### src/design/biu_defines.svh
// bus interface unit widths and AXI read IDs shared by the package and the arbiter

`ifndef BIU_DEFINES_SVH
`define BIU_DEFINES_SVH

// data and address width
`define WORD_WIDTH 32

// one enable bit per byte of a word
`define STRB_WIDTH 4

// AXI ID field width
`define AXI_ID_WIDTH 4

// read IDs tag which port owns an AR transaction
`define AXI_ID_INST 0
`define AXI_ID_DATA 1

`endif

### src/design/biu_pkg.sv
// bus interface unit package with the shared vector types and FSM state encodings

`default_nettype none

`include "biu_defines.svh"

package biu_pkg;

    typedef logic [`WORD_WIDTH-1:0]   word_t;   // data word
    typedef logic [`WORD_WIDTH-1:0]   addr_t;   // byte address
    typedef logic [`STRB_WIDTH-1:0]   strb_t;   // byte enables
    typedef logic [`AXI_ID_WIDTH-1:0] axi_id_t;

    // fetch port FSM
    typedef enum logic [1:0] {
        fetch_idle,
        fetch_addr,
        fetch_data
    } fetch_state_t;

    // data port FSM, read and write paths
    typedef enum logic [2:0] {
        dmem_idle,
        dmem_rd_addr,
        dmem_rd_data,
        dmem_wr_send,
        dmem_wr_resp
    } dmem_state_t;

    // current owner of the shared read channel
    typedef enum logic [1:0] {
        grant_none,
        grant_inst,
        grant_data
    } grant_t;

endpackage

`default_nettype wire

### src/design/axi_read_arbiter.sv
// round robin arbiter sharing the single AXI read channel between fetch and data ports

`timescale 1ns/1ps
`default_nettype none

`include "biu_defines.svh"

module axi_read_arbiter import biu_pkg::*; (
    input  logic    aclk,
    input  logic    reset,
    input  logic    inst_rd_req_valid,
    input  addr_t   inst_rd_req_addr,
    output logic    inst_rd_req_ready,
    output logic    inst_rd_resp_valid,
    output word_t   inst_rd_resp_data,
    input  logic    inst_rd_resp_ready,
    input  logic    data_rd_req_valid,
    input  addr_t   data_rd_req_addr,
    output logic    data_rd_req_ready,
    output logic    data_rd_resp_valid,
    output word_t   data_rd_resp_data,
    input  logic    data_rd_resp_ready,
    output logic    arvalid,
    output addr_t   araddr,
    output axi_id_t arid,
    input  logic    arready,
    input  logic    rvalid,
    input  word_t   rdata,
    input  axi_id_t rid,
    output logic    rready
);

    grant_t owner;           // port with a read in flight
    logic   last_data_won;   // winner of the last contest
    logic   hold_valid;      // AR waiting on arready
    logic   hold_inst;
    logic   both_req;
    logic   sel_inst;
    logic   ar_fire;

    assign both_req = inst_rd_req_valid && data_rd_req_valid;

    // a stalled AR keeps its port so araddr cannot change under it
    always_comb begin
        if (hold_valid) sel_inst = hold_inst;
        else if (both_req) sel_inst = last_data_won;
        else sel_inst = inst_rd_req_valid;
    end

    assign arvalid = (owner == grant_none) && (inst_rd_req_valid || data_rd_req_valid);
    assign araddr  = sel_inst ? inst_rd_req_addr : data_rd_req_addr;
    assign arid    = sel_inst ? axi_id_t'(`AXI_ID_INST) : axi_id_t'(`AXI_ID_DATA);
    assign ar_fire = arvalid && arready;

    assign inst_rd_req_ready = ar_fire && sel_inst;
    assign data_rd_req_ready = ar_fire && !sel_inst;

    // R goes only to the owner
    assign inst_rd_resp_valid = rvalid && (owner == grant_inst);
    assign data_rd_resp_valid = rvalid && (owner == grant_data);
    assign inst_rd_resp_data  = rdata;
    assign data_rd_resp_data  = rdata;
    assign rready = (owner == grant_inst) ? inst_rd_resp_ready :
                    (owner == grant_data) ? data_rd_resp_ready : 1'b0;

    always_ff @(posedge aclk) begin
        if (reset) begin
            owner         <= grant_none;
            last_data_won <= 1'b0;   // data takes the first contest
            hold_valid    <= 1'b0;
            hold_inst     <= 1'b0;
        end else begin
            if (ar_fire) begin
                owner      <= sel_inst ? grant_inst : grant_data;
                hold_valid <= 1'b0;
                if (both_req) last_data_won <= !sel_inst;
            end else if (arvalid) begin
                hold_valid <= 1'b1;
                hold_inst  <= sel_inst;
            end
            if (rvalid && rready) owner <= grant_none;
        end
    end

    a_no_orphan_r: assert property (@(posedge aclk) disable iff (reset)
        rvalid |-> owner != grant_none);

    // slave must echo the ID of the granted port
    a_rid_match: assert property (@(posedge aclk) disable iff (reset)
        rvalid |-> rid == ((owner == grant_inst) ? axi_id_t'(`AXI_ID_INST)
                                                 : axi_id_t'(`AXI_ID_DATA)));

endmodule

`default_nettype wire

### src/design/bus_interface_unit.sv
// bus interface unit top joining the fetch and data ports to one AXI master

`timescale 1ns/1ps
`default_nettype none

module bus_interface_unit import biu_pkg::*; (
    input  logic    aclk,
    input  logic    reset,
    // CPU fetch side
    input  logic    inst_req,
    input  addr_t   inst_addr,
    output logic    inst_busy,
    output logic    inst_valid,
    output word_t   inst_rdata,
    // CPU data side
    input  logic    data_req,
    input  logic    data_wr,
    input  addr_t   data_addr,
    input  word_t   data_wdata,
    input  strb_t   data_wstrb,
    output logic    data_busy,
    output logic    data_valid,
    output word_t   data_rdata,
    // AXI read channels
    output logic    arvalid,
    output addr_t   araddr,
    output axi_id_t arid,
    input  logic    arready,
    input  logic    rvalid,
    input  word_t   rdata,
    input  axi_id_t rid,
    output logic    rready,
    // AXI write channels, data port only
    output logic    awvalid,
    output addr_t   awaddr,
    input  logic    awready,
    output logic    wvalid,
    output word_t   wdata,
    output strb_t   wstrb,
    input  logic    wready,
    input  logic    bvalid,
    output logic    bready
);

    logic  inst_rd_req_valid;
    addr_t inst_rd_req_addr;
    logic  inst_rd_req_ready;
    logic  inst_rd_resp_valid;
    word_t inst_rd_resp_data;
    logic  inst_rd_resp_ready;
    logic  data_rd_req_valid;
    addr_t data_rd_req_addr;
    logic  data_rd_req_ready;
    logic  data_rd_resp_valid;
    word_t data_rd_resp_data;
    logic  data_rd_resp_ready;

    ifetch_port u_ifetch_port (
        .aclk          (aclk),
        .reset         (reset),
        .inst_req      (inst_req),
        .inst_addr     (inst_addr),
        .inst_busy     (inst_busy),
        .inst_valid    (inst_valid),
        .inst_rdata    (inst_rdata),
        .rd_req_valid  (inst_rd_req_valid),
        .rd_req_addr   (inst_rd_req_addr),
        .rd_req_ready  (inst_rd_req_ready),
        .rd_resp_valid (inst_rd_resp_valid),
        .rd_resp_data  (inst_rd_resp_data),
        .rd_resp_ready (inst_rd_resp_ready)
    );

    dmem_port u_dmem_port (
        .aclk          (aclk),
        .reset         (reset),
        .data_req      (data_req),
        .data_wr       (data_wr),
        .data_addr     (data_addr),
        .data_wdata    (data_wdata),
        .data_wstrb    (data_wstrb),
        .data_busy     (data_busy),
        .data_valid    (data_valid),
        .data_rdata    (data_rdata),
        .rd_req_valid  (data_rd_req_valid),
        .rd_req_addr   (data_rd_req_addr),
        .rd_req_ready  (data_rd_req_ready),
        .rd_resp_valid (data_rd_resp_valid),
        .rd_resp_data  (data_rd_resp_data),
        .rd_resp_ready (data_rd_resp_ready),
        .awvalid       (awvalid),
        .awaddr        (awaddr),
        .awready       (awready),
        .wvalid        (wvalid),
        .wdata         (wdata),
        .wstrb         (wstrb),
        .wready        (wready),
        .bvalid        (bvalid),
        .bready        (bready)
    );

    axi_read_arbiter u_axi_read_arbiter (
        .aclk               (aclk),
        .reset              (reset),
        .inst_rd_req_valid  (inst_rd_req_valid),
        .inst_rd_req_addr   (inst_rd_req_addr),
        .inst_rd_req_ready  (inst_rd_req_ready),
        .inst_rd_resp_valid (inst_rd_resp_valid),
        .inst_rd_resp_data  (inst_rd_resp_data),
        .inst_rd_resp_ready (inst_rd_resp_ready),
        .data_rd_req_valid  (data_rd_req_valid),
        .data_rd_req_addr   (data_rd_req_addr),
        .data_rd_req_ready  (data_rd_req_ready),
        .data_rd_resp_valid (data_rd_resp_valid),
        .data_rd_resp_data  (data_rd_resp_data),
        .data_rd_resp_ready (data_rd_resp_ready),
        .arvalid            (arvalid),
        .araddr             (araddr),
        .arid               (arid),
        .arready            (arready),
        .rvalid             (rvalid),
        .rdata              (rdata),
        .rid                (rid),
        .rready             (rready)
    );

endmodule

`default_nettype wire

### src/design/dmem_port.sv
// data memory port that turns load and store strobes into AXI reads or writes

`timescale 1ns/1ps
`default_nettype none

module dmem_port import biu_pkg::*; (
    input  logic  aclk,
    input  logic  reset,
    input  logic  data_req,
    input  logic  data_wr,
    input  addr_t data_addr,
    input  word_t data_wdata,
    input  strb_t data_wstrb,
    output logic  data_busy,
    output logic  data_valid,
    output word_t data_rdata,
    output logic  rd_req_valid,
    output addr_t rd_req_addr,
    input  logic  rd_req_ready,
    input  logic  rd_resp_valid,
    input  word_t rd_resp_data,
    output logic  rd_resp_ready,
    output logic  awvalid,
    output addr_t awaddr,
    input  logic  awready,
    output logic  wvalid,
    output word_t wdata,
    output strb_t wstrb,
    input  logic  wready,
    input  logic  bvalid,
    output logic  bready
);

    dmem_state_t state;
    addr_t       addr_q;
    word_t       wdata_q;
    strb_t       wstrb_q;
    logic        aw_done;   // AW accepted in this write
    logic        w_done;    // W accepted in this write
    logic        aw_ok;
    logic        w_ok;

    // either already accepted or accepted this cycle
    assign aw_ok = aw_done || awready;
    assign w_ok  = w_done || wready;

    always_ff @(posedge aclk) begin
        if (reset) begin
            state      <= dmem_idle;
            data_valid <= 1'b0;
            aw_done    <= 1'b0;
            w_done     <= 1'b0;
        end else begin
            data_valid <= 1'b0;
            case (state)
                dmem_idle: begin
                    if (data_req) state <= data_wr ? dmem_wr_send : dmem_rd_addr;
                end
                dmem_rd_addr: begin
                    if (rd_req_ready) state <= dmem_rd_data;
                end
                dmem_rd_data: begin
                    if (rd_resp_valid) begin
                        state      <= dmem_idle;
                        data_valid <= 1'b1;
                    end
                end
                dmem_wr_send: begin
                    if (aw_ok && w_ok) begin
                        state   <= dmem_wr_resp;
                        aw_done <= 1'b0;
                        w_done  <= 1'b0;
                    end else begin
                        aw_done <= aw_ok;
                        w_done  <= w_ok;
                    end
                end
                dmem_wr_resp: begin
                    if (bvalid) begin
                        state      <= dmem_idle;
                        data_valid <= 1'b1;   // write response completes the store
                    end
                end
                default: state <= dmem_idle;
            endcase
        end
    end

    always_ff @(posedge aclk) begin
        if (state == dmem_idle && data_req) begin
            addr_q  <= data_addr;
            wdata_q <= data_wdata;
            wstrb_q <= data_wstrb;
        end
        if (rd_resp_valid && rd_resp_ready) data_rdata <= rd_resp_data;
    end

    assign data_busy     = (state != dmem_idle);
    assign rd_req_valid  = (state == dmem_rd_addr);
    assign rd_req_addr   = addr_q;
    assign rd_resp_ready = (state == dmem_rd_data);
    assign awvalid       = (state == dmem_wr_send) && !aw_done;
    assign wvalid        = (state == dmem_wr_send) && !w_done;
    assign awaddr        = addr_q;
    assign wdata         = wdata_q;
    assign wstrb         = wstrb_q;
    assign bready        = (state == dmem_wr_resp);

    a_no_req_while_busy: assert property (@(posedge aclk) disable iff (reset)
        data_req |-> !data_busy);

    // a store must enable at least one byte
    a_wr_strb_nonzero: assert property (@(posedge aclk) disable iff (reset)
        data_req && data_wr |-> data_wstrb != '0);

    a_aw_stable: assert property (@(posedge aclk) disable iff (reset)
        awvalid && !awready |=> awvalid && $stable(awaddr));

    a_w_stable: assert property (@(posedge aclk) disable iff (reset)
        wvalid && !wready |=> wvalid && $stable(wdata) && $stable(wstrb));

endmodule

`default_nettype wire

### src/design/ifetch_port.sv
// instruction fetch port that turns fetch strobes into single-word AXI read requests

`timescale 1ns/1ps
`default_nettype none

module ifetch_port import biu_pkg::*; (
    input  logic  aclk,
    input  logic  reset,
    input  logic  inst_req,
    input  addr_t inst_addr,
    output logic  inst_busy,
    output logic  inst_valid,
    output word_t inst_rdata,
    output logic  rd_req_valid,
    output addr_t rd_req_addr,
    input  logic  rd_req_ready,
    input  logic  rd_resp_valid,
    input  word_t rd_resp_data,
    output logic  rd_resp_ready
);

    fetch_state_t state;
    addr_t        addr_q;   // fetch address held for the whole transaction

    always_ff @(posedge aclk) begin
        if (reset) begin
            state      <= fetch_idle;
            inst_valid <= 1'b0;
        end else begin
            inst_valid <= 1'b0;
            case (state)
                fetch_idle: begin
                    if (inst_req) state <= fetch_addr;
                end
                fetch_addr: begin
                    if (rd_req_ready) state <= fetch_data;   // AR accepted
                end
                fetch_data: begin
                    if (rd_resp_valid) begin
                        state      <= fetch_idle;
                        inst_valid <= 1'b1;   // same cycle busy drops
                    end
                end
                default: state <= fetch_idle;
            endcase
        end
    end

    always_ff @(posedge aclk) begin
        if (state == fetch_idle && inst_req) addr_q <= inst_addr;
        if (rd_resp_valid && rd_resp_ready) inst_rdata <= rd_resp_data;
    end

    assign inst_busy     = (state != fetch_idle);
    assign rd_req_valid  = (state == fetch_addr);
    assign rd_req_addr   = addr_q;
    assign rd_resp_ready = (state == fetch_data);

    // CPU must wait for busy to clear before the next fetch
    a_no_req_while_busy: assert property (@(posedge aclk) disable iff (reset)
        inst_req |-> !inst_busy);

    a_addr_aligned: assert property (@(posedge aclk) disable iff (reset)
        inst_req |-> inst_addr[1:0] == 2'b00);

    // request held until the arbiter takes it
    a_req_stable: assert property (@(posedge aclk) disable iff (reset)
        rd_req_valid && !rd_req_ready |=> rd_req_valid && $stable(rd_req_addr));

endmodule

`default_nettype wire

### config.mk
export PLATFORM = sky130hd
export DESIGN_NAME = bus_interface_unit
export DESIGN_NICKNAME = d
export VERILOG_FILES = /design/src/design/biu_pkg.sv /design/src/design/axi_read_arbiter.sv /design/src/design/bus_interface_unit.sv /design/src/design/dmem_port.sv /design/src/design/ifetch_port.sv
export VERILOG_INCLUDE_DIRS = /design/src /design/src/design
export SDC_FILE = /design/constraint.sdc
export NUM_CORES = 1
export LEC_CHECK = 0
export BUFFER_PORTS_ARGS = -buffer_cell sky130_fd_sc_hd__buf_4
export CORE_MARGIN = 3
export CORE_UTILIZATION = 42
export CTS_CLUSTER_SIZE = 25
export DETAILED_ROUTE_END_ITERATION = 8
export PLACE_DENSITY = 0.76
export REMOVE_ABC_BUFFERS = 1
export SYNTH_ARGS = -nofsm -noshare
export SYNTH_HDL_FRONTEND = slang
export SYNTH_HIERARCHICAL = 1
export SYNTH_SLANG_ARGS = --single-unit
### constraint.sdc
create_clock -name aclk -period 4.11 [get_ports aclk]
set_input_delay 0.411 -clock aclk [delete_from_list [all_inputs] [get_ports aclk]]
set_output_delay 0.411 -clock aclk [all_outputs]
set_load 0.1 [all_outputs]
==> impl_metrics.tcl, run 1 <==
set metrics [dict create \
    status "finished clean" \
    netlist.area_leader.share_pct 71.6 \
    cp-start-kind "register" \
    drive_gt1_share_pct 61.5 \
    diodes 0 \
    dp.cells 824 \
    hold_class "in2reg" \
    cts_root_buf "clkbuf_16" \
    place_ws_ns 1.07 \
    min_path_cells 1 \
    max_slew.worst_pin.slew_ns 1.10 \
    ys_seq_area_share_pct 75.7 \
    worst_slack_ns 0.663 \
    antenna_left 0 \
    power.density_nw_per_um2 750 \
    synth_seq_cells 178 \
    core.rowCount 46 \
    insertion_delay_ns 0.44 \
    antenna_found_initial 0 \
    async_reset_ff_share_pct 0 \
    initial_core_util_pct 43.2 \
    synth_cell_types 43 \
    portBuffers 315 \
    grt_max_degree 67 \
    yosysTopAreaCell "edfxtp_1" \
    endpoint_kind "primary output" \
    maxClockFrequency_mhz 290 \
    syn_avg_cell_area_um2 17.6 \
    drt_wl_total_um 16000 \
    required_ns 3.70 \
    tns_ns 0 \
    final_util_pct 58.4 \
    finClkSkew_ns 0.0236 \
    leakage_nw 3.79 \
    post-cts-setup-buffers 0 \
    fin_crit_sh_pct 83.9 \
    syn2layout_area_growth_pct 35.3 \
    wl_met2_um 8230 \
    relSlewSlack_pct 26.5 \
    critPathArrivalTime_ns 3.04 \
    drt_iter0_markers 152 \
    path_class "reg2out" \
    hpwl_um 12200 \
    ir_worst_vdd_v 0.000517 \
    cts.path.max_buffers 2 \
    top_layer_used "met4" \
    via_count 3939 \
    grt_util_all_layers_pct 17.7 \
    first_pass_iters 4 \
    path_clk_slew_ns 0.07 \
    crit_path_max_fanout 23 \
    synth-edff-count 164 \
    final_nets 773 \
    grt_pass1_vias 4195 \
    die_h_um 134 \
    hold_buffers 0 \
    die_w_um 134 \
    avgViaCountPerCell 4.61 \
    setup_viol 0 \
    pin_count 323 \
    synth.area.top_cells "edfxtp_1 (72%), buf_4 (11%), mux2_2 (5.2%), dfxtp_1 (4.1%), nor2_1 (0.87%)" \
    slew_viol_final 0 \
    synth_warnings 6 \
    cts.sinks 178 \
    wl_met1_um 5710 \
    gp_congestion 0.843 \
    cts.repair.resized 0 \
    gr-total-overflow 0 \
    wl_per_cell_um 18.7 \
    wl_met3_um 1680 \
    layoutNonFillerInstCount 855 \
    netlist_instances 391 \
    grt_pass1_wl_um 23600 \
    coreArea_um2 15900 \
    tritoncts "done" \
    drc 0 \
    power_mw 6.98 \
    synth_ff_type "edfxtp_1" \
    die_area_um2 18000 \
    maxCapViolations 0 \
    rr_worst_depth 10 \
    syn_area_um2 6880 \
    htree_levels 4 \
    hold_violations 0 \
    cts_buffers 17 \
    layout_min_cycle_time_ns 3.45 \
    rsz0062_at_grt "false" \
]
path summary, 6_finish.rpt:
check                           slack, ns                         start                      endpoint
worst max register to register       1.47          u_dmem_port/state[2]          u_dmem_port/state[0]
worst max-delay path                 0.66          u_dmem_port/state[2]                     araddr[3]
worst min-delay path                 0.15                data_wdata[17]         u_dmem_port/wdata[17]
worst min register to register       0.50  u_axi_read_arbiter/hold_inst  u_axi_read_arbiter/hold_inst
where the power goes:
group | switching (mW) | internal, mW | leakage, nW
Combinational | 2.51 | 0.605 | 1.88
Sequential | 0.112 | 2.26 | 1.64
Clock | 0.664 | 0.830 | 0.266
Total | 3.28 | 3.70 | 3.79
final cells by class:
cell class,count,area [um^2]
Inverter,6,25.0
Clock buffer,18,429
Clock inverter,13,113
Sequential cell,178,5200
Tap cell,216,270
Timing Repair Buffer,319,2390
Multi-Input combinational cell,105,872
Fill cell,1209,6630
sequential cells by signal, summed over array words and instances (netlist names), 2 cells and up:
name,count
u_dmem_port/data_rdata,32
u_ifetch_port/rd_req_addr,32
u_axi_read_arbiter/owner,2
u_dmem_port/wdata,32
u_ifetch_port/inst_rdata,32
u_ifetch_port/state,2
u_dmem_port/wstrb,4
u_dmem_port/state,3
u_dmem_port/awaddr,32
cells by family (layout without fill, tap and decap cells):
family | Yosys count | in the layout | synth area share, %
buffers and inverters | 110 | 356 | 12.0
DFF | 178 | 178 | 75.7
and+or+nand+nor | 49 | 49 | 4.62
other | 1 | 3 | 0.0545
AOI/OAI and AO/OA | 17 | 17 | 1.85
muxes | 36 | 36 | 5.82
synthesized netlist by cell type (2+ instances only):
cell type / number
nor3b_1: 3
o21a_1: 2
mux2i_1: 4
nand2_1: 3
inv_1: 5
nor3_1: 2
mux2_2: 32
dfxtp_1: 14
edfxtp_1: 164
and2_1: 3
buf_8: 3
a211oi_1: 3
and3b_1: 2
nor2_1: 16
nand2b_1: 2
nand3b_1: 2
a21oi_1: 5
nor4b_2: 2
buf_4: 100
critical path, stage by stage (launching register included):
cell and delay (ns):
dfxtp_1 0.49, nor2_2 0.11, and2_1 0.20, nor2b_4 0.14, o21ai_4 0.67, buf_4 0.38, mux2_2 0.37, buf_4 0.24
metal layers:
metal,track usage (%),up-vias
met5,0,-
li1,-,1806
met3,7.65,21
met4,7.03,0
met2,30.5,234
met1,19.3,1878
cells in the final DEF (no fill, tap or decap), types with 3 or more instances in the layout:
cell       Yosys  routed
mux2i_1        4       4
conb_1         1       3
buf_4        100     319
a21oi_1        5       5
nor3b_1        3       3
clkinv_4       0       3
edfxtp_1     164     164
clkbuf_16      0      17
nor2_1        16      14
clkinv_2       0       3
mux2_2        32      32
nand2_1        3       3
dfxtp_1       14      14
inv_6          0       3
inv_1          5       5
and2_1         3       3
a211oi_1       3       3
per-stage QoR:
step           hold slack (ns)  instance area (um^2)
6_report                 0.147                  9310
5_1_grt                  0.132                  9310
4_1_cts                  0.134                  9310
3_3_place_gp             0.478                  8770
2_1_floorplan            0.456                  6090
3_5_place_dp             0.489                  8770
(Power assumes the default switching activity.)
==> run 2: changes to the inputs <==
- clock period: 4.11 -> 2.8 ns (I/O delays scaled with it)
==> run 2 against run 1 <==
Effect of this change: via count grew 1.1%; flip-flop and latch count is the same; final cell count grew 0.58%; die area is the same; setup slack lost 0.50 ns; critical path depth is the same; non-clock buffer count grew 4; power grew 50%; first-iteration DRC count grew 14%; clock power grew 62%.
==> impl_metrics.tcl, run 2 (synthesized netlist as in run 1, its figures left out) <==
set metrics [dict create \
    grt_max_degree 48 \
    cts_root_buf "clkbuf_16" \
    drive_gt1_share_pct 62.3 \
    layout_min_cycle_time_ns 2.64 \
    max_slew.worst_pin.slew_ns 0.580 \
    antenna_found_initial 0 \
    path_clk_slew_ns 0.07 \
    portBuffers 315 \
    place_ws_ns 0.460 \
    finClkSkew_ns 0.00707 \
    syn2layout_area_growth_pct 37.0 \
    drt_iter0_markers 174 \
    endpoint_kind "primary output" \
    wl_per_cell_um 18.7 \
    status "finished clean" \
    hold_violations 0 \
    die_h_um 134 \
    insertion_delay_ns 0.42 \
    pin_count 323 \
    rsz0062_at_grt "false" \
    maxClockFrequency_mhz 379 \
    worst_slack_ns 0.160 \
    antenna_left 0 \
    gr-total-overflow 0 \
    required_ns 2.52 \
    power_mw 10.5 \
    drc 0 \
    setup_viol 0 \
    grt_pass1_wl_um 23600 \
    power.density_nw_per_um2 1120 \
    leakage_nw 3.84 \
    hold_buffers 0 \
    maxCapViolations 0 \
    avgViaCountPerCell 4.63 \
    fin_crit_sh_pct 94.3 \
    critPathArrivalTime_ns 2.36 \
    via_count 3981 \
    final_common_cell "buf_4" \
    tritoncts "done" \
    gp_congestion 0.812 \
    coreArea_um2 15900 \
    cp-start-kind "register" \
    first_pass_iters 4 \
    die_w_um 134 \
    core.rowCount 46 \
    cts.path.max_buffers 2 \
    initial_core_util_pct 43.2 \
    drt_wl_total_um 16100 \
    grt_util_all_layers_pct 17.7 \
    htree_levels 4 \
    diodes 0 \
    final_nets 777 \
    cts.sinks 178 \
    grt_pass1_vias 4179 \
    dp.cells 828 \
    cts_buffers 17 \
    crit_path_max_fanout 15 \
    ir_worst_vdd_v 0.000808 \
    path_class "reg2out" \
    relSlewSlack_pct 61.2 \
    layout_common_cells "buf_4 (321), edfxtp_1 (164), mux2_2 (32), clkbuf_16 (17), nor2_1 (14)" \
    slew_viol_final 0 \
    hold_class "in2reg" \
    die_area_um2 18000 \
    layoutNonFillerInstCount 860 \
    final_util_pct 59.1 \
    hpwl_um 12400 \
]
run 2: changes by cell type in the layout (fill, tap and decap cells not counted), moves of 2 or more:
cell,previous run,this run
clkinv_2,3,1
dfxtp_1,14,12
buf_4,319,321
bufinv_16,1,3
dfxtp_2,0,2
run 2: final cells by class:
class                   instances  area, um^2
well taps                     216         270
multi-input cells             105         872
fillers                      1183        6520
clock inverters                14         178
flip-flops and latches        178        5210
clock buffers                  18         429
inverters                       6        25.0
repair buffers                323        2440
run 2: where the power goes:
| group | internal [mW] | total [mW] | switching (mW) | leakage, nW |
|---|---|---|---|---|
| Combinational | 0.922 | 4.61 | 3.68 | 1.91 |
| Sequential | 3.32 | 3.48 | 0.166 | 1.64 |
| Clock | 1.42 | 2.42 | 1.00 | 0.291 |
run 2: critical path, cell delays in order, from the launching register on:
cell	delay (ns)
dfxtp_2	0.41
nor2_2	0.08
and2_1	0.19
nor2b_4	0.14
o21ai_4	0.20
buf_4	0.29
mux2_2	0.37
buf_4	0.23
run 2: path summary, 6_finish.rpt:
| check | start | end | slack (ns) | depth (start not counted) |
|---|---|---|---|---|
| max reg2reg | u_dmem_port/state[0] | u_dmem_port/state[0] | 0.43 | 8 |
| min reg2reg | u_axi_read_arbiter/hold_inst | u_axi_read_arbiter/hold_inst | 0.50 | 2 |
| max | u_dmem_port/state[2] | araddr[24] | 0.16 | 7 |
| min | data_wdata[9] | u_dmem_port/wdata[9] | 0.03 | 1 |
run 2: per-layer routing:
| layer | share of wire, % | track usage [%] | vias to the layer above |
|---|---|---|---|
| met5 | 0 | 0 | - |
| met4 | 3.0 | 7.94 | 0 |
| met3 | 11 | 7.05 | 30 |
| met2 | 51 | 30.2 | 242 |
| met1 | 35 | 19.4 | 1891 |
| li1 | - | - | 1818 |
run 2: per-stage QoR:
step	hold slack [ns]	area, um^2	TNS (ns)
global placement	0.458	8810	0
finish	0.0348	9420	0
detailed placement	0.459	8810	0
CTS	0.0134	9420	0
global route	0.00915	9420	0
floorplan	0.352	6090	-131.86
run 2: what timing repair did:
action / 4_1_cts / 5_1_grt
setup endpoints to repair: 8 / 32
setup buffers: 0 / 0
resized for setup: 1 / 2
==> run 3: changes to the inputs <==
- CORE_AREA: not set -> 2 2 124 126
- CORE_MARGIN: 3 -> not set
- CORE_UTILIZATION: 42 -> not set
- DIE_AREA: not set -> 0 0 126 128
- PLACE_DENSITY: 0.76 -> 0.8
- clock period: 2.8 -> 3.2 ns (I/O delays scaled with it)
==> run 3 against run 2 <==
Effect of this change: hold slack gained 0.037 ns; clock power decreased by 22%; combinational power fell by 13%; power down 15%; sequential share of layout area rose by 0.83 points; routed wire length up 1.1%; setup slack gained 0.023 ns; first-iteration DRC count fell by 4.0%; clock-buffer cell count decreased by 1.
==> impl_metrics.tcl, run 3 (synthesized netlist as in run 1, its figures left out) <==
set metrics [dict create \
    path_buf_inv 2 \
    hpwl_um 12200 \
    wl_per_cell_um 19.6 \
    endpoint_kind "primary output" \
    path_class "reg2out" \
    core.rowCount 45 \
    crit_path_max_fanout 30 \
    comb_power_share_pct 44.8 \
    portBuffers 315 \
    first_pass_iters 4 \
    grt_util_all_layers_pct 19.5 \
    hold_buffers 0 \
    worst-path-stages 7 \
    die_h_um 128 \
    setup_viol 0 \
    rsz0062_at_grt "false" \
    min_path_cells 1 \
    ir_worst_vdd_v 0.000854 \
    syn2layout_area_growth_pct 34.9 \
    pwr-share-seq_pct 34.2 \
    drt_wl_total_um 16300 \
    cp-start-kind "register" \
    slowest_stage "dfxtp_1" \
    cts_root_buf "clkbuf_16" \
    required_ns 2.88 \
    rr_worst_depth 8 \
    coreArea_um2 14900 \
    hold_class "in2reg" \
    grt_pass1_wl_um 23200 \
    die_area_um2 16100 \
    power.density_nw_per_um2 963 \
    tritoncts "done" \
    power_mw 8.93 \
    grt_max_degree 69 \
    crit_top_cell "buf_4" \
    fin_hold_ws_ns 0.0723 \
    via_count 3955 \
    gr-total-overflow 0 \
    leakage_nw 3.78 \
    path_clk_slew_ns 0.07 \
    maxCapViolations 0 \
    max_slew.worst_pin.slew_ns 1.03 \
    htree_levels 4 \
    crit_family "buffers and inverters" \
    internal_power_mw 4.69 \
    final_common_cell "buf_4" \
    post-cts-setup-buffers 0 \
    fin_crit_sh_pct 94.3 \
    insertion_delay_ns 0.42 \
    initial_core_util_pct 46.3 \
    worstPathCellList "nor2_2 -> and2_1 -> nor2b_4 -> o21ai_4 -> buf_4 -> mux2_2 -> buf_4" \
    gp_congestion 0.863 \
    cts.sinks 178 \
    final_util_pct 62.4 \
    die_w_um 126 \
    grt_pass1_vias 4117 \
    slew_viol_final 0 \
    antenna_found_initial 2 \
    avgViaCountPerCell 4.77 \
    drc 0 \
    cpPeakStageDelay_ns 0.48 \
    layout_common_cells "buf_4 (318), edfxtp_1 (164), mux2_2 (32), clkbuf_16 (17)" \
    pin_count 323 \
    final_nets 773 \
    hold_violations 0 \
    cts.repair.resized 0 \
    netSwitchingFraction_pct 47.5 \
    critPathArrivalTime_ns 2.70 \
    status "finished clean" \
    relSlewSlack_pct 31.4 \
    maxClockFrequency_mhz 331 \
    power_frac_clock_pct 21.0 \
    drive_gt1_share_pct 61.8 \
    layout_min_cycle_time_ns 3.02 \
    cts_buffers 17 \
    drt_iter0_markers 167 \
    power.switching_mw 4.24 \
    cts.path.max_buffers 2 \
    dpl-instance-area_um2 8740 \
    finClkSkew_ns 0.00631 \
    final_area_um2 9280 \
    antenna_left 0 \
]
==> run 3: cell count changes in the layout (fill, tap and decap cells not counted), sizes merged <==
cell / before / now
clkinv: 4 / 6
inv: 11 / 12
clkbuf: 18 / 17
buf: 323 / 319
diode: 0 / 2
bufinv: 3 / 0
==> run 3: final timing paths <==
check | start | endpoint | slack [ns]
max | u_dmem_port/state[2] | araddr[14] | 0.18
min | data_addr[8] | u_dmem_port/awaddr[8] | 0.07
max reg2reg | u_dmem_port/state[0] | u_dmem_port/state[0] | 0.82
min reg2reg | u_axi_read_arbiter/hold_inst | u_axi_read_arbiter/hold_inst | 0.50
==> run 3: routing by layer <==
layer	wire length, um	up-vias	global-route usage [%]	part of all wire [%]
met3	1640	28	7.26	10
met5	0	-	0	0
met4	518	0	9.05	3.2
li1	-	1808	-	-
met1	5640	1868	21.4	35
met2	8480	251	33.9	52
==> run 3: worst register-to-register path, stage by stage (launching register included) <==
cell	delay, ns
dfxtp_1	0.56
and2_1	0.25
nor2_1	0.08
nor3_2	0.31
and3_4	0.24
mux2i_1	0.07
a211oi_2	0.34
o21ai_1	0.17
a31o_1	0.24
==> run 3: layout make-up <==
cell class                      instances  area (um^2)
Inverter                                6         25.0
Multi-Input combinational cell        105          872
Clock buffer                           17          425
Fill cell                            1086         5590
Clock inverter                         14          104
Sequential cell                       178         5200
Antenna cell                            2         5.00
Timing Repair Buffer                  319         2410
Tap cell                              188          235
==> run 3: metrics by stage <==
step	TNS [ns]	instances	worst slack [ns]
after floorplan	-100.12	289	-1.47
after global placement	0	796	0.675
after detailed placement	0	796	0.628
after CTS	0	827	0.162
after global routing	0	829	0.0594
final	0	829	0.183
==> run 3: power groups by stage <==
stage	registers (mW)	logic, mW	clock network (mW)
after floorplan	4.59	1.63	0
after global placement	3.09	3.98	0
after detailed placement	3.11	4.01	0
after CTS	3.06	4.02	1.93
after global routing	3.09	4.09	2.02
final	3.06	4.00	1.88
